### config.mk
export PLATFORM = sky130hd
export DESIGN_NAME = unified_buffer
export DESIGN_NICKNAME = d
export VERILOG_FILES = /design/src/verilog/ub_pkg.sv /design/src/verilog/ub_dma_port.sv /design/src/verilog/ub_row_bank.sv /design/src/verilog/ub_stream_out.sv /design/src/verilog/unified_buffer.sv
export VERILOG_INCLUDE_DIRS = /design/src /design/src/verilog
export SDC_FILE = /design/constraint.sdc
export NUM_CORES = 2
export LEC_CHECK = 0
export BUFFER_PORTS_ARGS = -buffer_cell sky130_fd_sc_hd__buf_2
export CAP_MARGIN = 5
export CELL_PAD_IN_SITES_DETAIL_PLACEMENT = 0
export CELL_PAD_IN_SITES_GLOBAL_PLACEMENT = 1
export CORE_MARGIN = 5
export CORE_UTILIZATION = 30
export DETAILED_ROUTE_END_ITERATION = 6
export PLACE_DENSITY = 0.61
export SYNTH_ARGS = -nofsm -noshare
export SYNTH_HDL_FRONTEND = slang
export SYNTH_SLANG_ARGS = --single-unit
### constraint.sdc
create_clock -name clk -period 3.2 [get_ports clk]
set_input_delay 0 -clock clk [delete_from_list [all_inputs] [get_ports clk]]
set_output_delay 0 -clock clk [all_outputs]
set_load 0.05 [all_outputs]
### src/verilog/ub_config.svh
`ifndef UB_CONFIG_SVH
`define UB_CONFIG_SVH

// buffer geometry, 8 rows of 8 words
`define UB_ROWS 8
`define UB_COLS 8

`define UB_DATA_W 16 // word width

// index widths
`define UB_ROW_W 3
`define UB_COL_W 3

// word address is {row, col}
`define UB_ADDR_W 6

`endif

### src/verilog/ub_pkg.sv
`default_nettype none

`include "ub_config.svh"

package ub_pkg;

    typedef logic [`UB_DATA_W-1:0] ub_word_t;

    // one accumulator row, column 0 in the lowest slice
    typedef ub_word_t [`UB_COLS-1:0] act_row_t;

    // wishbone classic master request
    typedef struct packed {
        logic                  cyc;
        logic                  stb;
        logic                  we;
        logic [`UB_ADDR_W-1:0] adr;
        logic [`UB_DATA_W-1:0] dat;
    } wb_req_t;

    // single word write into one bank
    typedef struct packed {
        logic                 en;
        logic [`UB_COL_W-1:0] col;
        ub_word_t             data;
    } bank_wr_t;

    typedef struct packed {
        ub_word_t data;
        logic     last; // set on the final word
    } stream_beat_t;

    typedef enum logic {
        S_IDLE,
        S_RUN
    } stream_state_t;

endpackage

`default_nettype wire

### src/verilog/ub_dma_port.sv
`default_nettype none
`timescale 1ns/1ps

`include "ub_config.svh"

module ub_dma_port (
    input  wire                      clk,
    input  wire                      reset,
    input  wire ub_pkg::wb_req_t     wb_req,
    input  wire                      store,
    output logic                     wb_ack,
    output ub_pkg::bank_wr_t         dma_wr,
    output logic [`UB_ROWS-1:0]      dma_row_sel
);

    logic                 take;
    logic [`UB_ROW_W-1:0] row;

    // a request is taken once, and never while a row store is in progress
    assign take = wb_req.cyc && wb_req.stb && !wb_ack && !store;

    assign row = wb_req.adr[`UB_ADDR_W-1:`UB_COL_W];

    always_ff @(posedge clk) begin
        if (reset) begin
            wb_ack <= 1'b0;
        end else begin
            wb_ack <= take; // one cycle pulse
        end
    end

    // the bank write lands on the same edge that raises ack
    always_comb begin
        dma_wr.en   = take && wb_req.we; // reads are acked but write nothing
        dma_wr.col  = wb_req.adr[`UB_COL_W-1:0];
        dma_wr.data = wb_req.dat;
    end

    assign dma_row_sel = `UB_ROWS'(1) << row;

    // host drops stb after ack, so a second ack right behind would be a double write
    ack_single_cycle: assert property (
        @(posedge clk) disable iff (reset)
        wb_ack |=> !wb_ack
    ) else $error("wb_ack held for more than one cycle");

endmodule

`default_nettype wire

### src/verilog/ub_row_bank.sv
`default_nettype none
`timescale 1ns/1ps

`include "ub_config.svh"

module ub_row_bank (
    input  wire                     clk,
    input  wire                     reset,
    input  wire ub_pkg::bank_wr_t   dma_wr,
    input  wire                     dma_sel,
    input  wire                     row_store,
    input  wire ub_pkg::act_row_t   row_in,
    input  wire [`UB_COL_W-1:0]     rd_col,
    output ub_pkg::ub_word_t        rd_data
);

    import ub_pkg::*;

    ub_word_t words [`UB_COLS];

    always_ff @(posedge clk) begin
        if (reset) begin
            for (int i = 0; i < `UB_COLS; i++) begin
                words[i] <= '0;
            end
        end else if (row_store) begin
            // whole accumulator row at once
            for (int i = 0; i < `UB_COLS; i++) begin
                words[i] <= row_in[i];
            end
        end else if (dma_sel && dma_wr.en) begin
            words[dma_wr.col] <= dma_wr.data;
        end
    end

    assign rd_data = words[rd_col]; // async read for the stream sequencer

    // the dma port holds off its write while store is high
    no_store_dma_clash: assert property (
        @(posedge clk) disable iff (reset)
        !(dma_sel && dma_wr.en && row_store)
    ) else $error("dma write and row store hit the same bank together");

endmodule

`default_nettype wire

### src/verilog/ub_stream_out.sv
`default_nettype none
`timescale 1ns/1ps

`include "ub_config.svh"

module ub_stream_out (
    input  wire                      clk,
    input  wire                      reset,
    input  wire                      ext_start,
    input  wire ub_pkg::ub_word_t    bank_data [`UB_ROWS],
    input  wire                      out_ready,
    output logic [`UB_COL_W-1:0]     rd_col,
    output ub_pkg::stream_beat_t     out_beat,
    output logic                     out_valid
);

    import ub_pkg::*;

    localparam int LAST_ADDR = `UB_ROWS * `UB_COLS - 1;

    stream_state_t         state;
    logic [`UB_ADDR_W-1:0] ptr;  // address of the next word to fetch
    logic [`UB_ROW_W-1:0]  rd_row;
    logic                  accept;
    logic                  load;

    assign rd_row    = ptr[`UB_ADDR_W-1:`UB_COL_W];
    assign rd_col    = ptr[`UB_COL_W-1:0];
    assign out_valid = (state == S_RUN);
    assign accept    = out_valid && out_ready;

    // fetch on start, then each time a beat other than the last is taken
    assign load = (state == S_IDLE) ? ext_start : (accept && !out_beat.last);

    always_ff @(posedge clk) begin
        if (reset) begin
            state <= S_IDLE;
            ptr   <= '0;
        end else begin
            case (state)
                S_IDLE: begin
                    if (ext_start) state <= S_RUN;
                end
                S_RUN: begin
                    // start pulses are ignored here
                    if (accept && out_beat.last) state <= S_IDLE;
                end
                default: state <= S_IDLE;
            endcase
            if (load) ptr <= ptr + 1'b1; // wraps back to 0 after word 63
        end
    end

    // registered beat, so a stall holds it even if the memory changes
    always_ff @(posedge clk) begin
        if (load) begin
            out_beat.data <= bank_data[rd_row];
            out_beat.last <= (ptr == `UB_ADDR_W'(LAST_ADDR));
        end
    end

    beat_held_on_stall: assert property (
        @(posedge clk) disable iff (reset)
        out_valid && !out_ready |=> out_valid && $stable(out_beat)
    ) else $error("stream beat changed while stalled");

endmodule

`default_nettype wire

### src/verilog/unified_buffer.sv
`default_nettype none
`timescale 1ns/1ps

`include "ub_config.svh"

module unified_buffer (
    input  wire                        clk,
    input  wire                        reset,

    // host dma port, wishbone classic, write only
    input  wire ub_pkg::wb_req_t       wb_req,
    output wire                        wb_ack,

    // bulk row store from the accumulators
    input  wire                        store,
    input  wire [`UB_ROWS-1:0]         acc_full,
    input  wire ub_pkg::act_row_t      acc_rows [`UB_ROWS],

    // sequential readout
    input  wire                        ext_start,
    output wire ub_pkg::stream_beat_t  out_beat,
    output wire                        out_valid,
    input  wire                        out_ready
);

    import ub_pkg::*;

    wire bank_wr_t             dma_wr;
    wire [`UB_ROWS-1:0]        dma_row_sel;
    wire [`UB_COL_W-1:0]       rd_col;
    wire ub_word_t             bank_data [`UB_ROWS];

    ub_dma_port u_dma_port (
        .clk         (clk),
        .reset       (reset),
        .wb_req      (wb_req),
        .store       (store),
        .wb_ack      (wb_ack),
        .dma_wr      (dma_wr),
        .dma_row_sel (dma_row_sel)
    );

    for (genvar r = 0; r < `UB_ROWS; r++) begin : g_row
        ub_row_bank u_bank (
            .clk       (clk),
            .reset     (reset),
            .dma_wr    (dma_wr),
            .dma_sel   (dma_row_sel[r]),
            .row_store (store && acc_full[r]), // each row gated by its own full flag
            .row_in    (acc_rows[r]),
            .rd_col    (rd_col),
            .rd_data   (bank_data[r])
        );
    end

    ub_stream_out u_stream_out (
        .clk       (clk),
        .reset     (reset),
        .ext_start (ext_start),
        .bank_data (bank_data),
        .out_ready (out_ready),
        .rd_col    (rd_col),
        .out_beat  (out_beat),
        .out_valid (out_valid)
    );

endmodule

`default_nettype wire

==> results.md <==
- Multi-input gate area: 20500 µm²
- Commonest cells after routing, fill and taps aside: dlygate4sd3_1, buf_2, edfxtp_1, a22o_1, buf_4
- Area Growth Syn to Fin: 46.8%
- Unique masters post-synth: around 50
- Clock Skew: 0.0538 ns
- Multiplexer area fraction after synthesis: between 10% and 20%
- Ys Warns: 0
- Post-synth top flop: edfxtp_1
- R2R setup slack: 0.12 ns
- Seq/Total Area, Yosys: a little under 60%
- Later-pin clock latency in the skew report: roughly 0.79 ns
- Syn nets: 4700
- RSZ-0062 raised after global routing: no
- CTS tree: done
- Max_slew headroom: 17.9%
- Tcrit/Tclk final: 96.3%
- CTS max path bufs: 3
- Std cell rows: 155
- Slowest CP cell: nor2_4
- Dpl ws: -0.0784 ns
- # fillers: 16.0k
- Core outline area: 178000 µm²
- First-iteration detailed-routing DRC count: 5115
- Die width: 433 µm
- M1 wire length: 106000 µm
- Critical setup path kind: reg2reg
- # nets final: 6968
- Critical path launch point type: flop
- Fraction of synthesis flops using an asynchronous set or reset pin: 0%
- Largest net degree at the start of global routing: 104
- Finished Layout Cells: ~8.4k
- Post-synthesis register bit count: around 1.1k
- Die area: 188000 µm²
- Met2 wire len: about 140000 µm
- CP required: 3.69 ns
- Fin. max-slew vios: 0
- Layout cells sized above 1: 35.5%
- Crit path from: u_dma_port.wb_ack$_SDFF_PP0_
- Grt ovf: 0
- Avg Inst Size Synth: 14.8 µm²
- Post-DP HPWL: 208000 µm
- Commonest non-fill, non-tap cell in the layout: dlygate4sd3_1
- Design area: 78900 µm²
- RR Startpoint: u_dma_port.wb_ack$_SDFF_PP0_
- Worst Path Max Fanout: 16
- Starting Density: 30.2%
- Post-Synth Adder-Cell Area: 0.0233%
- Via Count: 47.3k
- Max layer used: met5
- Main combinational cell family by area after synthesis: compound AO/OA/AOI/OAI gates
- Final Wtd Congestion: 0.930
- Routed wire length: 289000 µm
- Initial antenna violation count: 44
- Placed instance count: around 7.0k
- Least-Margin Pin Slew: 1.23 ns
- CTS Sinks: 1052
- Crit path capture: g_row[2].u_bank.words[6][1]$_DFFE_PP_
- First-pass GRT wire length: 391000 µm
- Fin crit period: around 3.1 ns
- Post-DRT Antenna Nets: 0
- Crit path largest cell delay: between 0.5 and 0.6 ns
- Post-synth EDFFs: around 1.0k
- IO Count: 1081
- Critical Path, Cell by Cell: nand3b_1 > nor4_4 > buf_4 > nand3_4 > nor2_4 > mux2_2 > dlygate4sd3_1
- Worst hold margin: 0.0423 ns
- I/O Buffers: 1080
- Root Buffer: clkbuf_16
- Critical Path AT: 3.57 ns
- Hold Crit Class: in2reg
- Reg2Reg Capture Point: g_row[2].u_bank.words[6][1]$_DFFE_PP_
- Met3 routed WL: about 22000 µm
- Reg area: 31500 µm²
- WL per Instance: 34.5 µm
- Final worst slack: 0.119 ns
- Vias in the first global route: around 49k
- Post-Synthesis Cell Area: 53700 µm²
- CP endpoint kind: flop
- DP Area: around 63000 µm²
- FMAX: 325 MHz
- Status: finished, final reports clean
- Cts bufs inserted: 119
- First-pass iteration count of the detailed router: 5
- DRC viols: 0
- Total negative slack: 0 ns
- GRT Total Usage: about 30%
- Power Density: 478 nW/µm²
- Final setup violation count: 0
- H-tree Lvls: 3
- Lkg Pwr: 30.5 nW
- Post-Syn Instances: 3637
- Hold Fails Final Rpt: 0
- Post-synthesis xor/xnor area fraction: 0.0815%
- Clk slew on worst S/H paths: around 0.060 ns
- Die height: 433 µm
- Via-to-Cell Ratio: ~5.6
- Max cap viols: 0
- Reg2reg path depth: 7
- Post-synthesis simple-gate area fraction: between 5 and 6%
- Compound-Gate Fraction of Synth Area: about 16%
- Worst IR Drop VDD: around 0.43 mV
==> cell families (layout without fill, tap and decap cells) <==
kind of cell             count (synthesis)  in the layout
flip-flops                            1052           1052
XOR/XNOR                                 5              5
buffers and inverters                  425           2792
adder cells (fa/ha/maj)                  1              1
other                                    0             21
AO/OA/AOI/OAI                         1067           1067
multiplexers                           577            577
AND/OR/NAND/NOR                        510            510
==> power breakdown <==
part,switching (mW),leakage (nW),internal [mW]
Sequential,0.533,10.7,16.5
Clock,6.03,1.85,7.61
Combinational,3.87,17.9,3.27
Total,10.4,30.5,27.3
==> worst min path at each step <==
stage / start / to / depth (start not counted)
final: wb_req[1] / g_row[2].u_bank.words[7][1]$_DFFE_PP_ / 2
after detailed placement: out_ready / u_stream_out.out_valid$_SDFF_PP0_ / 2
after global placement: out_ready / u_stream_out.out_valid$_SDFF_PP0_ / 2
after floorplan: out_ready / u_stream_out.out_valid$_SDFF_PP0_ / 1
after CTS: acc_rows[646] / g_row[2].u_bank.words[0][6]$_DFFE_PP_ / 3
after global routing: wb_req[1] / g_row[2].u_bank.words[7][1]$_DFFE_PP_ / 2
==> cell usage after synthesis, drive strengths merged, types with 2 or more instances <==
| cell type | instances | area (µm²) |
|---|---|---|
| nand4 | 16 | 100 |
| dfxtp | 11 | 220 |
| a22o | 768 | 6730 |
| xor2 | 3 | 26.3 |
| mux2i | 107 | 1070 |
| o21a | 4 | 30.0 |
| and3 | 6 | 37.5 |
| a21oi | 42 | 221 |
| o21ai | 104 | 520 |
| buf | 183 | 937 |
| nand2b | 4 | 25.0 |
| and2 | 10 | 62.6 |
| and4 | 13 | 114 |
| nand3 | 32 | 198 |
| a221o | 3 | 30.0 |
| nand3b | 26 | 195 |
| a221oi | 41 | 359 |
| a211o | 3 | 26.3 |
| mux4 | 192 | 4320 |
| inv | 4 | 15.0 |
| nand2 | 58 | 228 |
| nor3b | 3 | 22.5 |
| o211ai | 3 | 22.5 |
| xnor2 | 2 | 17.5 |
| nor2 | 71 | 447 |
| a21bo | 2 | 20.0 |
| mux2 | 278 | 3130 |
| clkbuf | 238 | 893 |
| o221ai | 2 | 17.5 |
| nor4 | 2 | 42.5 |
| o22ai | 11 | 68.8 |
| a22oi | 82 | 616 |
| edfxtp | 1041 | 31300 |
| nor2b | 265 | 1660 |
==> timing repair <==
item / CTS / global route
pin swaps: 0 / 2
hold buffers: 1151 / 1
endpoints found under the setup margin: 3 / 3
hold endpoints to repair: 1102 / 2
setup buffers: 0 / 15
gates resized for setup: 3 / 0
==> per-layer routing <==
layer,track usage [%],vias up
li1,-,19407
met1,36.0,24123
met2,51.1,3050
met3,4.48,721
met4,16.8,12
met5,0,-
==> flip-flops by register name (all words and copies together) (netlist names), named ones only <==
register / flops
u_dma_port.wb_ack: 1
u_stream_out.out_valid: 1
g_row.u_bank.words: 1024
u_stream_out.ptr: 6
u_stream_out.out_beat: 17
==> through the flow <==
step / total power, mW / utilization [%]
after global routing: 38.8 / 44.3
after global placement: 23.3 / 35.6
after CTS: 37.9 / 44.2
after floorplan: 19.7 / -
final: 37.8 / 44.3
after detailed placement: 23.3 / 35.6
==> critical path: cells and delay by family (launching register included) <==
kind / cells / cell delay, ns
simple gates: 4 / 1.30
buf+inv: 2 / 0.82
mux: 1 / 0.40
flops: 1 / 0.30
==> final cells by class <==
| type | count | share of cell area, % |
|---|---|---|
| inverter | 4 | 0.0190 |
| tap | 2355 | 3.73 |
| antenna | 21 | 0.0666 |
| multi-input combinational | 2160 | 26.0 |
| sequential | 1052 | 39.9 |
| timing repair buffer | 2568 | 25.5 |
| clock buffer | 158 | 4.05 |
| clock inverter | 62 | 0.798 |
Note: power is estimated with default switching activity, not from simulation.
